File: src/include/lsu_cfg.svh
`ifndef LSU_CFG_SVH
`define LSU_CFG_SVH

// data path width in bits
`define LSU_XLEN 32

// byte address width
`define LSU_AW 32

// data sram depth in words
`define LSU_MEM_WORDS 256

// integer register count
`define LSU_NREG 32

`endif

File: src/verilog/lsu_pkg.sv
`include "lsu_cfg.svh"

package lsu_pkg;

    typedef logic [$clog2(`LSU_NREG)-1:0] reg_idx_t;

    typedef enum logic [1:0] {
        IDLE,
        EXEC,
        WAIT
    } lsu_state_t;

    typedef struct packed {
        logic [`LSU_AW-1:0]   pc;
        logic                 load;
        logic                 store;
        logic [2:0]           funct3;
        logic [`LSU_XLEN-1:0] alu_res;   // result, or address for load/store
        reg_idx_t             rs2;       // store data register
        reg_idx_t             rd;
        logic                 wb;
    } exu_req_t;

    typedef struct packed {
        logic [`LSU_AW-1:0]   pc;
        reg_idx_t             rd;
        logic                 wb;
        logic [`LSU_XLEN-1:0] result;
    } wbu_req_t;

    typedef struct packed {
        logic [`LSU_AW-1:0]   pc;
        reg_idx_t             rd;
        logic                 wb;
        logic [`LSU_XLEN-1:0] value;
    } commit_t;

    // master side of a single-beat port
    typedef struct packed {
        logic                   arvalid;
        logic [`LSU_AW-1:0]     araddr;
        logic [2:0]             arsize;
        logic                   rready;
        logic                   awvalid;
        logic [`LSU_AW-1:0]     awaddr;
        logic [2:0]             awsize;
        logic                   wvalid;
        logic [`LSU_XLEN-1:0]   wdata;
        logic [`LSU_XLEN/8-1:0] wstrb;
        logic                   bready;
    } axi_req_t;

    typedef struct packed {
        logic                 arready;
        logic                 awready;
        logic                 wready;
        logic                 rvalid;
        logic [`LSU_XLEN-1:0] rdata;
        logic                 bvalid;
    } axi_rsp_t;

endpackage

File: src/verilog/writeback.sv
`timescale 1ns/1ps
`include "lsu_cfg.svh"

module writeback
    import lsu_pkg::*;
(
    input  logic                 clock,
    input  logic                 reset,
    input  logic                 wbu_valid,
    input  wbu_req_t             wbu_req,
    output logic                 wbu_ready,
    input  reg_idx_t             rf_raddr,
    output logic [`LSU_XLEN-1:0] rf_rdata,
    output logic                 commit_valid,
    output commit_t              commit,
    input  logic                 commit_ready
);

    logic [`LSU_XLEN-1:0] rf [`LSU_NREG];
    logic                 wbu_fire;

    assign wbu_ready = !commit_valid || commit_ready;   // slot empty or draining
    assign wbu_fire  = wbu_valid && wbu_ready;

    assign rf_rdata = (rf_raddr == '0) ? '0 : rf[rf_raddr];   // x0 reads zero

    always_ff @(posedge clock) begin
        if (reset) begin
            for (int i = 0; i < `LSU_NREG; i++) begin
                rf[i] <= '0;
            end
        end else if (wbu_fire && wbu_req.wb && wbu_req.rd != '0) begin
            rf[wbu_req.rd] <= wbu_req.result;
        end
    end

    always_ff @(posedge clock) begin
        if (reset) begin
            commit_valid <= 1'b0;
        end else if (wbu_fire) begin
            commit_valid <= 1'b1;
        end else if (commit_ready) begin
            commit_valid <= 1'b0;
        end
    end

    always_ff @(posedge clock) begin
        if (wbu_fire) begin
            commit.pc    <= wbu_req.pc;
            commit.rd    <= wbu_req.rd;
            commit.wb    <= wbu_req.wb;
            commit.value <= wbu_req.result;
        end
    end

    a_commit_hold: assert property (@(posedge clock) disable iff (reset)
        commit_valid && !commit_ready |=> commit_valid && $stable(commit));

endmodule
File: config.mk
export PLATFORM = sky130hd
export DESIGN_NAME = writeback
export DESIGN_NICKNAME = d
export VERILOG_FILES = /design/src/verilog/lsu_pkg.sv /design/src/verilog/writeback.sv
export VERILOG_INCLUDE_DIRS = /design/src /design/src/include
export SDC_FILE = /design/constraint.sdc
export NUM_CORES = 1
export LEC_CHECK = 0
export BUFFER_PORTS_ARGS = -buffer_cell sky130_fd_sc_hd__buf_2
export CAP_MARGIN = 30
export CORE_ASPECT_RATIO = 1.5
export CORE_MARGIN = 1.5
export CORE_UTILIZATION = 35
export CTS_CLUSTER_DIAMETER = 150
export DETAILED_ROUTE_END_ITERATION = 10
export GPL_TIMING_DRIVEN = 1
export PLACE_DENSITY = 0.53
export RECOVER_POWER = 100
export SYNTH_ARGS = -nofsm -noshare
export SYNTH_HDL_FRONTEND = slang
export SYNTH_SLANG_ARGS = --single-unit
File: constraint.sdc
create_clock -name clock -period 3.65 [get_ports clock]
set_input_delay 0.365 -clock clock [delete_from_list [all_inputs] [get_ports clock]]
set_output_delay 0.365 -clock clock [all_outputs]
set_load 0.01 [all_outputs]
==> metrics <==
Power Internal between 20 and 25 mW; Root Buffer clkbuf_16; CORE AREA between 100000 and 150000 sq um; worst-skew pair later-pin latency around 730 ps; area delta synth->final 13.7%; Iter 0 DRT Violations 2217; Slew Viols, Final between 500 and 600; CP endpoint kind output pin; first drt pass iteration count 7; setup TNS 0 ps; worst slew pin tran between 2000 and 2500 ps; Unique masters post-synth 40; status complete, but fails checks; Critical Path Start rf_raddr[2]; dpl ws just over 400 ps; area of placed instances approximately 53000 sq um; largest net degree at the start of global routing 65; Yosys reg bits between 1k and 1.5k; Setup Buffers After CTS 0; site row count between 150 and 200; Mean Syn Cell Area roughly 16 sq um; Filler cells between 10k and 15k; R2R Path Start commit_valid; vias in the first global route roughly 27k; die width between 300 and 400 um; RSZ-0062 raised after global routing no; Hold Fails Final Rpt 0; Final Core Density 0.400; Port Buffers about 180; Congestion Overflow GR 0; Sw Ratio 0.231; Wirelength per Cell about 26 um; Die H between 400 and 500 um; Sink Count 1095; vias post-DR 26.3k; Arrival @ worst endpoint approximately 3000 ps; power share of the clock group 0.407; CTS Buf Count ~110; switching component of the power between 6 and 7 mW; post-route ant nets 0; GPL Wtd Cong 0.804; Fmax 296 MHz; failing checks max-capacitance violations, max-slew violations; Worst R2R Path Depth 6; Post-DP HPWL ~86 mm; Syn Inst Count 3029; CP startpoint kind primary input; WP data required about 3300 ps; final worst slack 268 ps; worst hold path class primary input to flip-flop; CTS tree yes; MaxCap Viol Count 17; clock buffer depth 3; worst vdd rail ir drop 0.370 mV; crit-path max FO between 40 and 50; Critical Path End rf_rdata[14]; period utilization 0.927; yosys synthesis warning count 0; CTS H-tree lvls 3; clock skew between 20 and 25 ps; initial antenna violation count 5; first-pass GRT wire length between 150 and 200 mm; final hold slack 348 ps; Die Footprint between 100000 and 150000 sq um; # DRC 0; RR Endpoint rf[22][22]; final setup violating endpoints 0; vias per cell slightly above 5; normalized max-slew margin -0.400; FF-to-FF setup slack approximately 340 ps; Static Leak about 20 nW; clk slew on worst S/H paths about 60 ps; Starting Density 0.352; Reg power frac 0.522; PwrDens 491 nW/um^2; layout cell share with drive strength beyond 1 0.187; post-route cell area between 50000 and 60000 sq um; WS Path Type primary input to output pin; Nets 3323; io pins around 180; register area share after synthesis 0.671; wirelength, routed 137 mm; Total GRT Usage 0.193; crit path time final 3380 ps; synthesized area around 49000 sq um; Comb pwr share 0.070
## routing by layer
| layer | share of wire | wire length, um | GRT usage | up-vias |
|---|---|---|---|---|
| met1 | 0.41 | 55900 | 0.243 | 13703 |
| met3 | 0.052 | 7100 | 0.0293 | 202 |
| met2 | 0.51 | 70500 | 0.341 | 733 |
| li1 | - | - | - | 11633 |
| met4 | 0.025 | 3440 | 0.0582 | 2 |
| met5 | 0.000095 | 13 | 0 | - |
## power by group through the flow
stage	clock, mW	combinational (mW)	sequential, mW
2_1_floorplan	0	1.07	14.5
3_3_place_gp	0	1.97	14.5
3_5_place_dp	0	1.99	14.6
4_1_cts	11.4	2.03	14.3
5_1_grt	11.8	2.04	14.3
6_report	11.1	1.92	14.3
## layout make-up
class | instances | area [sq um] | share of cell area
inverter | 2 | 8.76 | 0.000157
tap | 1870 | 2340 | 0.0420
clock inverter | 66 | 546 | 0.00979
timing repair buffer | 376 | 2450 | 0.0441
multi-input combinational | 1660 | 14600 | 0.262
antenna | 4 | 10.0 | 0.000180
sequential | 1095 | 32900 | 0.590
clock buffer | 138 | 2900 | 0.0521
## registers in the layout, indices dropped and copies added, names as in the netlist
| register | flops |
|---|---|
| commit_valid | 1 |
| rf | 1024 |
| commit | 70 |
## placed cells by master (no fill, tap or decap), types with 5 or more instances in the layout
| cell | n |
|---|---|
| a211oi_1 | 32 |
| a221oi_1 | 25 |
| a22oi_1 | 32 |
| a311oi_1 | 32 |
| and2_0 | 323 |
| and2_1 | 670 |
| buf_12 | 25 |
| buf_2 | 59 |
| buf_4 | 56 |
| bufinv_16 | 8 |
| clkbuf_1 | 172 |
| clkbuf_16 | 112 |
| clkbuf_2 | 45 |
| clkinv_1 | 28 |
| clkinv_2 | 18 |
| clkinvlp_4 | 5 |
| conb_1 | 32 |
| dlygate4sd3_1 | 40 |
| edfxtp_1 | 1094 |
| mux2_2 | 31 |
| mux2i_1 | 64 |
| mux4_2 | 220 |
| nand2_1 | 16 |
| nand2b_1 | 5 |
| nor2b_1 | 32 |
| nor3_1 | 24 |
| nor3_4 | 7 |
| o2111ai_1 | 7 |
| o21ai_1 | 53 |
| or2_0 | 8 |
| or2_1 | 8 |
| or2_2 | 18 |
## cell families (layout without fill, tap and decap cells)
| kind of cell | after synthesis | count (layout) | share of synthesized area |
|---|---|---|---|
| AND/OR/NAND/NOR | 1122 | 1122 | 0.148 |
| other | 1 | 36 | 0.0000765 |
| buffers and inverters | 305 | 582 | 0.0307 |
| flip-flops | 1095 | 1095 | 0.671 |
| AO/OA/AOI/OAI | 186 | 186 | 0.0272 |
| multiplexers | 320 | 320 | 0.124 |
## worst max-delay path, stage by stage
cell and delay [ps]:
buf_8 400, clkbuf_2 490, buf_4 240, mux4_2 180
a22oi_1 120, a311oi_1 870, buf_2 280
## synth_stat cells (all sizes together)
master	instances	area, sq um
edfxtp	1094	32900
and2	994	6220
mux4	224	5060
clkbuf	214	858
buf	89	639
mux2i	64	641
o21ai	57	285
nor2b	35	234
or2	34	213
a211oi	32	240
a22oi	32	240
a311oi	32	280
mux2	32	360
nor3	31	400
a221oi	25	219
nand2	16	60.1
o2111ai	7	61.3
nand2b	6	40.0
nor2	3	13.8
inv	2	7.50
a21oi	1	5.00
conb	1	3.75
dfxtp	1	20.0
nand4	1	21.3
nand4b	1	23.8
or4	1	11.3
## how the worst min path moves through the flow
stage,from,to,cells past startpoint
finish,wbu_req[41],commit[41],2
global route,wbu_req[58],commit[58],2
CTS,wbu_req[9],commit[9],1
detailed placement,wbu_req[46],commit[46],1
global placement,wbu_req[40],commit[40],1
floorplan,wbu_req[0],commit[0],0
## through the flow
step	std cells	power [mW]
detailed placement	4962	16.5
floorplan	3060	15.6
CTS	5206	27.7
global placement	4954	16.5
global route	5208	28.2
finish	5211	27.4
## repair_timing
item	4_1_cts	5_1_grt
hold buffers	40	0
hold endpoints to repair	39	0
resized for setup	0	0
Note: power is estimated with default switching activity, not from simulation.
