$ cat src/include/lsu_cfg.svh
`ifndef LSU_CFG_SVH
`define LSU_CFG_SVH

// data path width in bits
`define LSU_XLEN 32

// byte address width
`define LSU_AW 32

// data sram depth in words
`define LSU_MEM_WORDS 256

// integer register count
`define LSU_NREG 32

`endif

$ cat src/verilog/lsu_pkg.sv
`include "lsu_cfg.svh"

package lsu_pkg;

    typedef logic [$clog2(`LSU_NREG)-1:0] reg_idx_t;

    typedef enum logic [1:0] {
        IDLE,
        EXEC,
        WAIT
    } lsu_state_t;

    typedef struct packed {
        logic [`LSU_AW-1:0]   pc;
        logic                 load;
        logic                 store;
        logic [2:0]           funct3;
        logic [`LSU_XLEN-1:0] alu_res;   // result, or address for load/store
        reg_idx_t             rs2;       // store data register
        reg_idx_t             rd;
        logic                 wb;
    } exu_req_t;

    typedef struct packed {
        logic [`LSU_AW-1:0]   pc;
        reg_idx_t             rd;
        logic                 wb;
        logic [`LSU_XLEN-1:0] result;
    } wbu_req_t;

    typedef struct packed {
        logic [`LSU_AW-1:0]   pc;
        reg_idx_t             rd;
        logic                 wb;
        logic [`LSU_XLEN-1:0] value;
    } commit_t;

    // master side of a single-beat port
    typedef struct packed {
        logic                   arvalid;
        logic [`LSU_AW-1:0]     araddr;
        logic [2:0]             arsize;
        logic                   rready;
        logic                   awvalid;
        logic [`LSU_AW-1:0]     awaddr;
        logic [2:0]             awsize;
        logic                   wvalid;
        logic [`LSU_XLEN-1:0]   wdata;
        logic [`LSU_XLEN/8-1:0] wstrb;
        logic                   bready;
    } axi_req_t;

    typedef struct packed {
        logic                 arready;
        logic                 awready;
        logic                 wready;
        logic                 rvalid;
        logic [`LSU_XLEN-1:0] rdata;
        logic                 bvalid;
    } axi_rsp_t;

endpackage

$ cat src/verilog/lsu.sv
`timescale 1ns/1ps
`include "lsu_cfg.svh"

module lsu
    import lsu_pkg::*;
(
    input  logic                 clock,
    input  logic                 reset,
    input  logic                 exu_valid,
    input  exu_req_t             exu_req,
    output logic                 exu_ready,
    output reg_idx_t             rf_raddr,
    input  logic [`LSU_XLEN-1:0] rf_rdata,
    output axi_req_t             axi_req,
    input  axi_rsp_t             axi_rsp,
    output logic                 wbu_valid,
    output wbu_req_t             wbu_req,
    input  logic                 wbu_ready
);

    localparam int LANES = `LSU_XLEN / 8;
    localparam int OFF_W = $clog2(LANES);

    lsu_state_t state;

    logic ar_valid;
    logic r_ready;
    logic aw_valid;
    logic w_valid;
    logic b_ready;

    logic [`LSU_AW-1:0]   addr;
    logic [2:0]           size;
    logic [`LSU_XLEN-1:0] wdata;
    logic [LANES-1:0]     wstrb;
    logic [OFF_W-1:0]     ld_off;
    logic [2:0]           ld_funct3;

    logic             take;
    logic             mem_op;
    logic             rsp_seen;
    logic [OFF_W-1:0] off;

    // byte lanes touched by SB / SH / SW before shifting
    function automatic logic [LANES-1:0] store_strb(input logic [1:0] width);
        case (width)
            2'b00:   store_strb = {{(LANES-1){1'b0}}, 1'b1};
            2'b01:   store_strb = {{(LANES-2){1'b0}}, 2'b11};
            2'b10:   store_strb = '1;
            default: store_strb = '0;
        endcase
    endfunction

    function automatic logic [`LSU_XLEN-1:0] load_extend(
        input logic [`LSU_XLEN-1:0] rdata,
        input logic [OFF_W-1:0]     lane,
        input logic [2:0]           funct3
    );
        logic [`LSU_XLEN-1:0] data;
        data = rdata >> {lane, 3'b000};
        case (funct3)
            3'b000:  load_extend = {{(`LSU_XLEN-8){data[7]}}, data[7:0]};      // lb
            3'b001:  load_extend = {{(`LSU_XLEN-16){data[15]}}, data[15:0]};   // lh
            3'b010:  load_extend = data;                                       // lw
            3'b100:  load_extend = {{(`LSU_XLEN-8){1'b0}}, data[7:0]};         // lbu
            3'b101:  load_extend = {{(`LSU_XLEN-16){1'b0}}, data[15:0]};       // lhu
            default: load_extend = '0;
        endcase
    endfunction

    assign take     = (state == IDLE) && exu_valid;
    assign mem_op   = exu_req.load || exu_req.store;
    assign rsp_seen = axi_rsp.rvalid || axi_rsp.bvalid;
    assign off      = exu_req.alu_res[OFF_W-1:0];
    assign rf_raddr = exu_req.rs2;

    always_ff @(posedge clock) begin
        if (reset) begin
            state     <= IDLE;
            exu_ready <= 1'b1;
            wbu_valid <= 1'b0;
            ar_valid  <= 1'b0;
            r_ready   <= 1'b0;
            aw_valid  <= 1'b0;
            w_valid   <= 1'b0;
            b_ready   <= 1'b0;
        end else begin
            case (state)
                IDLE: begin
                    if (exu_valid) begin
                        exu_ready <= 1'b0;
                        if (mem_op) begin
                            state    <= EXEC;
                            ar_valid <= exu_req.load;
                            aw_valid <= exu_req.store && !exu_req.load;   // aw and w go up together
                            w_valid  <= exu_req.store && !exu_req.load;
                        end else begin
                            state     <= WAIT;   // bypass
                            wbu_valid <= 1'b1;
                        end
                    end
                end
                EXEC: begin
                    if (axi_rsp.arready) ar_valid <= 1'b0;
                    if (axi_rsp.awready) aw_valid <= 1'b0;
                    if (axi_rsp.wready) w_valid <= 1'b0;
                    if (axi_rsp.rvalid) r_ready <= 1'b1;
                    if (axi_rsp.bvalid) b_ready <= 1'b1;
                    if (rsp_seen) begin
                        state     <= WAIT;
                        wbu_valid <= 1'b1;
                    end
                end
                WAIT: begin
                    r_ready <= 1'b0;   // response beat taken on first wait edge
                    b_ready <= 1'b0;
                    if (wbu_ready) begin
                        state     <= IDLE;
                        wbu_valid <= 1'b0;
                        exu_ready <= 1'b1;
                    end
                end
                default: state <= IDLE;
            endcase
        end
    end

    always_ff @(posedge clock) begin
        if (take) begin
            addr           <= exu_req.alu_res[`LSU_AW-1:0];
            size           <= {1'b0, exu_req.funct3[1:0]};
            wdata          <= rf_rdata << {off, 3'b000};
            wstrb          <= store_strb(exu_req.funct3[1:0]) << off;
            ld_off         <= off;
            ld_funct3      <= exu_req.funct3;
            wbu_req.pc     <= exu_req.pc;
            wbu_req.rd     <= exu_req.rd;
            wbu_req.wb     <= exu_req.wb;
            wbu_req.result <= exu_req.alu_res;   // stores keep the address
        end else if (state == EXEC && axi_rsp.rvalid) begin
            wbu_req.result <= load_extend(axi_rsp.rdata, ld_off, ld_funct3);
        end
    end

    always_comb begin
        axi_req.arvalid = ar_valid;
        axi_req.araddr  = addr;
        axi_req.arsize  = size;
        axi_req.rready  = r_ready;
        axi_req.awvalid = aw_valid;
        axi_req.awaddr  = addr;
        axi_req.awsize  = size;
        axi_req.wvalid  = w_valid;
        axi_req.wdata   = wdata;
        axi_req.wstrb   = wstrb;
        axi_req.bready  = b_ready;
    end

    a_no_overlap: assert property (@(posedge clock) disable iff (reset)
        !(exu_ready && wbu_valid));

    a_one_channel: assert property (@(posedge clock) disable iff (reset)
        !(axi_req.arvalid && axi_req.awvalid));

    // read address must hold until the slave takes it
    a_ar_stable: assert property (@(posedge clock) disable iff (reset)
        axi_req.arvalid && !axi_rsp.arready |=> $stable(axi_req));

endmodule

$ cat config.mk
export PLATFORM = sky130hd
export DESIGN_NAME = lsu
export DESIGN_NICKNAME = d
export VERILOG_FILES = /design/src/verilog/lsu_pkg.sv /design/src/verilog/lsu.sv
export VERILOG_INCLUDE_DIRS = /design/src /design/src/include
export SDC_FILE = /design/constraint.sdc
export NUM_CORES = 1
export LEC_CHECK = 0
export BUFFER_PORTS_ARGS = -buffer_cell sky130_fd_sc_hd__buf_2
export CORE_AREA = 2 2 134 136
export DETAILED_ROUTE_END_ITERATION = 8
export DIE_AREA = 0 0 136 138
export GPL_TIMING_DRIVEN = 0
export PLACE_DENSITY = 0.72
export SLEW_MARGIN = 20
export SYNTH_ARGS = -nofsm -noshare
export SYNTH_HDL_FRONTEND = slang
export SYNTH_SLANG_ARGS = --single-unit
$ cat constraint.sdc
create_clock -name clock -period 3 [get_ports clock]
set_clock_uncertainty 0.2 [all_clocks]
set_input_delay 0.45 -clock clock [delete_from_list [all_inputs] [get_ports clock]]
set_output_delay 0.45 -clock clock [all_outputs]
set_load 0.01 [all_outputs]
==> flow_metrics.env, run 1 <==
export IMPL_status="completed"
export IMPL_drt_wl_total_mm=19.8
export IMPL_power_leakage_nw=4.28
export IMPL_setup_ws_ns=0.511
export IMPL_grt_remaining_overflow=0
export IMPL_hp_class="input pin to flop"
export IMPL_period_share_pct=83.0
export IMPL_p_int_mw=4.25
export IMPL_antenna_found_initial=2
export IMPL_clock_latency_ns=0.42
export IMPL_synth_area_sq_um=6580
export IMPL_routed_via_density=4.77
export IMPL_rr_worst_depth=5
export IMPL_placed_area_sq_um=8600
export IMPL_drtAntennaViolNets=0
export IMPL_synth_warning_count=0
export IMPL_synth_edf_count=141
export IMPL_drv_slew=0
export IMPL_cts_tree="yes"
export IMPL_switchingPower_mw=1.62
export IMPL_fin_crit_ns=2.49
export IMPL_hpwlAfterDp_mm=14.8
export IMPL_p_seq_share_pct=44.9
export IMPL_synth_ff_type="edfxtp_1"
export IMPL_start_util_pct=37.5
export IMPL_final_common_cell="buf_2"
export IMPL_cp_data_arrival_time_ns=2.36
export IMPL_cp_slowest_cell="or3b_4"
export IMPL_track_usage_pct=20.7
export IMPL_cp_start_kind="flop"
export IMPL_clk_path_buf_depth=2
export IMPL_hold_viol=0
export IMPL_vias=5251
export IMPL_critPathKind="flop to flop"
export IMPL_numCtsBuffers=17
export IMPL_synth_compound_area_share_pct=9.57
export IMPL_placedCellCount=1023
export IMPL_gp_congestion=0.826
export IMPL_grt_pass1_wl_mm=29.1
export IMPL_cts_resized_gates=0
export IMPL_crit_required_ns=2.87
export IMPL_yosysUniqueCellTypes=45
export IMPL_setup_tns_final_ns=0
export IMPL_core_sq_um=17500
export IMPL_drc_errors=0
export IMPL_hold_depth=1
export IMPL_path_buf_inv=4
export IMPL_peakVddDrop_mv=0.369
export IMPL_ys_seq_area_share_pct=67.1
export IMPL_clk_pin_slew_ns=0.07
export IMPL_synth_mux_area_share_pct=7.25
export IMPL_dieHeight_um=138
export IMPL_syn_avg_cell_area_sq_um=14.3
export IMPL_layout_common_cells="buf_2 (338), edfxtp_1 (141), buf_4 (49)"
export IMPL_grt_max_degree=83
export IMPL_htree_levels=4
export IMPL_crit_cells=5
export IMPL_wl_per_cell_um=18.0
export IMPL_design_die_area_sq_um=18800
export IMPL_grt_pass1_vias=5182
export IMPL_comb_power_share_pct=18.6
export IMPL_netSwitchingFraction_pct=27.6
export IMPL_tightest_slew_ns=0.651
export IMPL_clockPowerShare_pct=36.6
export IMPL_area_delta_synth_final_pct=46.6
export IMPL_synth_ff_latch_count=150
export IMPL_synthesis_instances=459
export IMPL_dieWidth_um=136
export IMPL_firstDrtPassIters=6
export IMPL_crit_path_end_kind="flop"
export IMPL_finalNetCount=1011
export IMPL_critical_path_max_fanout=82
export IMPL_hold_buffers=43
export IMPL_critPathMaxStageDelay_ns=0.43
export IMPL_critical_path_top_delay_family="buffers and inverters"
export IMPL_cap_violations=0
export IMPL_rsz0062_at_grt="no"
export IMPL_clock_sinks=150
export IMPL_fmax_mhz=402
export IMPL_port_buffers=332
export IMPL_critical_path_cell_chain="buf_4 > or3b_4 > inv_2 > buf_6 > buf_16"
export IMPL_async_reset_ff_share_pct=0
export IMPL_rows=49
export IMPL_drive_gt1_share_pct=52.4
export IMPL_synth_top_family_by_area="compound AO/OA/AOI/OAI gates"
export IMPL_post_cts_buffers=0
export IMPL_dp_slack_ns=0.386
export IMPL_yosys_area_share_simple_pct=8.16
export IMPL_ios=341
export IMPL_synthAdderAreaFrac_pct=0.381
export IMPL_fin_area_sq_um=9640
export IMPL_final_cells=1100
export IMPL_setup_viol=0
export IMPL_maxSlewHeadroom_pct=56.3
export IMPL_drt_iter0_markers=301
export IMPL_root_buffer="clkbuf_16"
export IMPL_synthXorXnorAreaFrac_pct=0
export IMPL_cellPowerDensity_nw_per_um2=609
export IMPL_fill_cells=1482
[metal layers]
metal | GRT usage [%] | routed length, um | vias up
li1 | - | - | 2481
met1 | 24.2 | 7510 | 2483
met2 | 36.4 | 10300 | 247
met3 | 4.44 | 1420 | 40
met4 | 8.44 | 590 | 0
met5 | 0 | 0 | -
[flip-flops by register name, indices dropped and copies added (netlist names)]
register and cells:
wbu_req 70, r_ready 1, w_valid 1, addr 32
wbu_valid 1, ar_valid 1, state 2, exu_ready 1
aw_valid 1, wstrb 4, wdata 32, ld_funct3 3
b_ready 1
[kinds of logic (layout without fill, tap and decap cells)]
kind of cell	after synthesis	count (layout)
AO/OA/AOI/OAI	89	89
AND/OR/NAND/NOR	97	97
adder cells (fa/ha/maj)	2	2
buffers and inverters	75	484
other	1	4
multiplexers	45	45
flip-flops	150	150
[worst paths after layout]
kind          startpoint         to  slack (ns)
min          exu_req[21]   addr[10]        0.02
max             state[1]   addr[19]        0.51
max reg2reg     state[1]   addr[19]        0.51
min reg2reg    wbu_valid  wbu_valid        0.28
[per-stage QoR]
stage | hold WS (ns) | total power [mW] | utilization, %
finish | 0.0213 | 5.87 | 55.0
floorplan | 0.250 | 3.23 | -
global route | 0.00577 | 6.12 | 55.0
detailed placement | 0.260 | 3.73 | 49.0
CTS | 0.000900 | 5.93 | 55.0
global placement | 0.255 | 3.70 | 48.6
[cell type report]
class | instances | area, sq um | share of cell area, %
Timing Repair Buffer | 377 | 2150 | 22.3
Multi-Input combinational cell | 235 | 1690 | 17.5
Inverter | 4 | 15.0 | 0.156
Clock buffer | 17 | 425 | 4.41
Tap cell | 229 | 287 | 2.97
Antenna cell | 2 | 5.00 | 0.0519
Buffer | 71 | 480 | 4.98
Sequential cell | 150 | 4410 | 45.8
Clock inverter | 15 | 181 | 1.88
[power groups by stage]
| stage | Combinational, mW | Clock [mW] | Sequential, mW |
|---|---|---|---|
| 3_5_place_dp | 1.05 | 0 | 2.68 |
| 5_1_grt | 1.18 | 2.29 | 2.66 |
| 6_report | 1.09 | 2.15 | 2.64 |
| 3_3_place_gp | 1.01 | 0 | 2.68 |
| 2_1_floorplan | 0.437 | 0 | 2.79 |
| 4_1_cts | 1.10 | 2.19 | 2.64 |
[cell usage after synthesis (2+ instances only)]
| library cell | n | share of area, % |
|---|---|---|
| a211o_1 | 9 | 1.2 |
| a211oi_1 | 9 | 1.0 |
| a21oi_1 | 22 | 1.7 |
| a221o_1 | 16 | 2.4 |
| a22o_1 | 7 | 0.93 |
| a22oi_1 | 2 | 0.23 |
| a31o_2 | 2 | 0.27 |
| and2_1 | 8 | 0.76 |
| buf_1 | 2 | 0.11 |
| buf_2 | 7 | 0.53 |
| buf_4 | 49 | 5.6 |
| buf_6 | 2 | 0.34 |
| clkbuf_1 | 11 | 0.63 |
| dfxtp_1 | 9 | 2.7 |
| edfxtp_1 | 141 | 64 |
| ha_1 | 2 | 0.38 |
| inv_1 | 3 | 0.17 |
| mux2_2 | 11 | 1.9 |
| mux2i_1 | 33 | 5.0 |
| nand2_1 | 30 | 1.7 |
| nand2b_1 | 4 | 0.38 |
| nor2_1 | 19 | 1.1 |
| nor2b_1 | 14 | 1.3 |
| nor3b_1 | 2 | 0.23 |
| o21ai_0 | 18 | 1.4 |
| or2_2 | 8 | 0.76 |
Power figures use the tool's default switching activity.
==> inputs of run 2 (changes only) <==
clock period = 2.1 ns   (was 3 ns; I/O delays follow)
==> flow_metrics.env, run 2 (synthesis results as in run 1) <==
export IMPL_cp_start_kind="flop"
export IMPL_ios=341
export IMPL_largest_reg_flops=70
export IMPL_drv_slew=0
export IMPL_peakVddDrop_mv=0.516
export IMPL_hp_class="input pin to flop"
export IMPL_final_common_cell="buf_2"
export IMPL_status="finished with violations"
export IMPL_setup_ws_ns=-0.0884
export IMPL_hpwlAfterDp_mm=14.3
export IMPL_area_delta_synth_final_pct=57.7
export IMPL_cellPowerDensity_nw_per_um2=845
export IMPL_fin_area_sq_um=10400
export IMPL_grt_pass1_wl_mm=30.0
export IMPL_crit_required_ns=2.06
export IMPL_routed_via_density=4.77
export IMPL_rsz0062_at_grt="yes"
export IMPL_top_regs="wbu_req x70, addr x32, wdata x32"
export IMPL_violations="negative setup slack"
export IMPL_setup_viol=14
export IMPL_clk_path_buf_depth=2
export IMPL_reg2reg_slack_ns=-0.09
export IMPL_numCtsBuffers=17
export IMPL_dieWidth_um=136
export IMPL_dieHeight_um=138
export IMPL_finalNetCount=1071
export IMPL_layout_common_cells="buf_2 (335), edfxtp_1 (141), dlygate4sd3_1 (85)"
export IMPL_power_leakage_nw=4.61
export IMPL_drive_gt1_share_pct=51.7
export IMPL_clock_latency_ns=0.41
export IMPL_rows=49
export IMPL_drt_wl_total_mm=20.6
export IMPL_largest_register="wbu_req"
export IMPL_maxSlewHeadroom_pct=63.4
export IMPL_wl_per_cell_um=17.8
export IMPL_port_buffers=332
export IMPL_fmax_mhz=457
export IMPL_clock_sinks=150
export IMPL_drc_errors=0
export IMPL_hold_depth=3
export IMPL_placed_area_sq_um=8570
export IMPL_grt_max_degree=60
export IMPL_design_die_area_sq_um=18800
export IMPL_rr_worst_depth=7
export IMPL_drt_iter0_markers=339
export IMPL_cts_tree="yes"
export IMPL_gp_congestion=0.847
export IMPL_r2r_start="addr[1]"
export IMPL_firstDrtPassIters=4
export IMPL_clk_pin_slew_ns=0.07
export IMPL_antenna_found_initial=0
export IMPL_start_util_pct=37.5
export IMPL_grt_remaining_overflow=0
export IMPL_antennaDiodeCount=0
export IMPL_root_buffer="clkbuf_16"
export IMPL_vias=5525
export IMPL_tightest_slew_ns=0.549
export IMPL_cap_violations=0
export IMPL_htree_levels=4
export IMPL_cp_data_arrival_time_ns=2.15
export IMPL_drtAntennaViolNets=0
export IMPL_reg2reg_to="wbu_req[23]"
export IMPL_hold_viol=0
export IMPL_whs_endpoint="wdata[23]"
export IMPL_grt_pass1_vias=5375
export IMPL_critical_path_max_fanout=5
export IMPL_track_usage_pct=21.3
export IMPL_critPathKind="flop to flop"
export IMPL_dp_slack_ns=-0.395
export IMPL_crit_path_end_kind="flop"
export IMPL_core_sq_um=17500
export IMPL_fin_crit_ns=2.19
export IMPL_period_share_pct=104
export IMPL_hold_start="rf_rdata[7]"
run 2: cell count changes in the layout (fill, tap and decap cells not counted), sizes merged, moves of 2 or more:
cell,delta
dlygate4sd3,+42
buf,+16
clkinvlp,-3
bufinv,+2
diode,-2
run 2: timing repair:
action	4_1_cts	5_1_grt
cloned	3	0
endpoints found under the hold margin	97	0
setup buffers	12	6
pin swaps	5	3
hold buffers	85	0
setup endpoints to repair	174	70
resized for setup	20	10
run 2: where the power goes:
group | internal [mW] | switching, mW | total (mW)
Sequential | 3.67 | 0.103 | 3.77
Clock | 1.93 | 1.33 | 3.26
Combinational | 0.828 | 0.906 | 1.73
Total | 6.42 | 2.34 | 8.76
run 2: routing by layer:
metal,wire length [um],global-route usage [%],up-vias
li1,-,-,2596
met1,8040,25.6,2655
met2,10700,37.7,254
met3,1530,4.69,20
met4,353,7.02,0
met5,0,0,-
run 2: worst max-delay path by stage:
stage | depth (start not counted) | start | endpoint | slack, ns
floorplan | 6 | addr[1] | wbu_req[21] | -0.003
global placement | 6 | exu_req[11] | wdata[28] | -0.38
detailed placement | 6 | exu_req[11] | wdata[25] | -0.39
CTS | 7 | addr[1] | wbu_req[23] | -0.11
global route | 7 | addr[1] | wbu_req[23] | -0.15
finish | 7 | addr[1] | wbu_req[23] | -0.09
run 2: stage by stage:
step | utilization, % | total power, mW | hold slack [ns] | setup TNS, ns | std cells
floorplan | - | 4.62 | 0.214 | -0.0265 | 460
global placement | 48.9 | 5.28 | 0.246 | -34.09 | 1021
detailed placement | 48.9 | 5.31 | 0.254 | -37.63 | 1021
CTS | 58.6 | 8.79 | 0.00287 | -1.21 | 1153
global route | 59.1 | 9.09 | 0.00269 | -1.76 | 1158
finish | 59.1 | 8.76 | 0.0240 | -0.890 | 1158
run 2: area by class of cell:
| cell class | instances | area (sq um) |
|---|---|---|
| Buffer | 71 | 524 |
| Fill cell | 1438 | 7160 |
| Inverter | 4 | 22.5 |
| Tap cell | 229 | 287 |
| Sequential cell | 150 | 4410 |
| Timing Repair Buffer | 436 | 2740 |
| Clock inverter | 15 | 213 |
| Multi-Input combinational cell | 236 | 1750 |
| Clock buffer | 17 | 425 |
run 2: worst max-delay path, stage by stage (launching register included):
cell,delay (ns)
edfxtp_1,0.37
buf_6,0.13
mux4_2,0.52
nor2_4,0.12
nor4_4,0.06
buf_6,0.13
buf_6,0.12
a221o_1,0.27
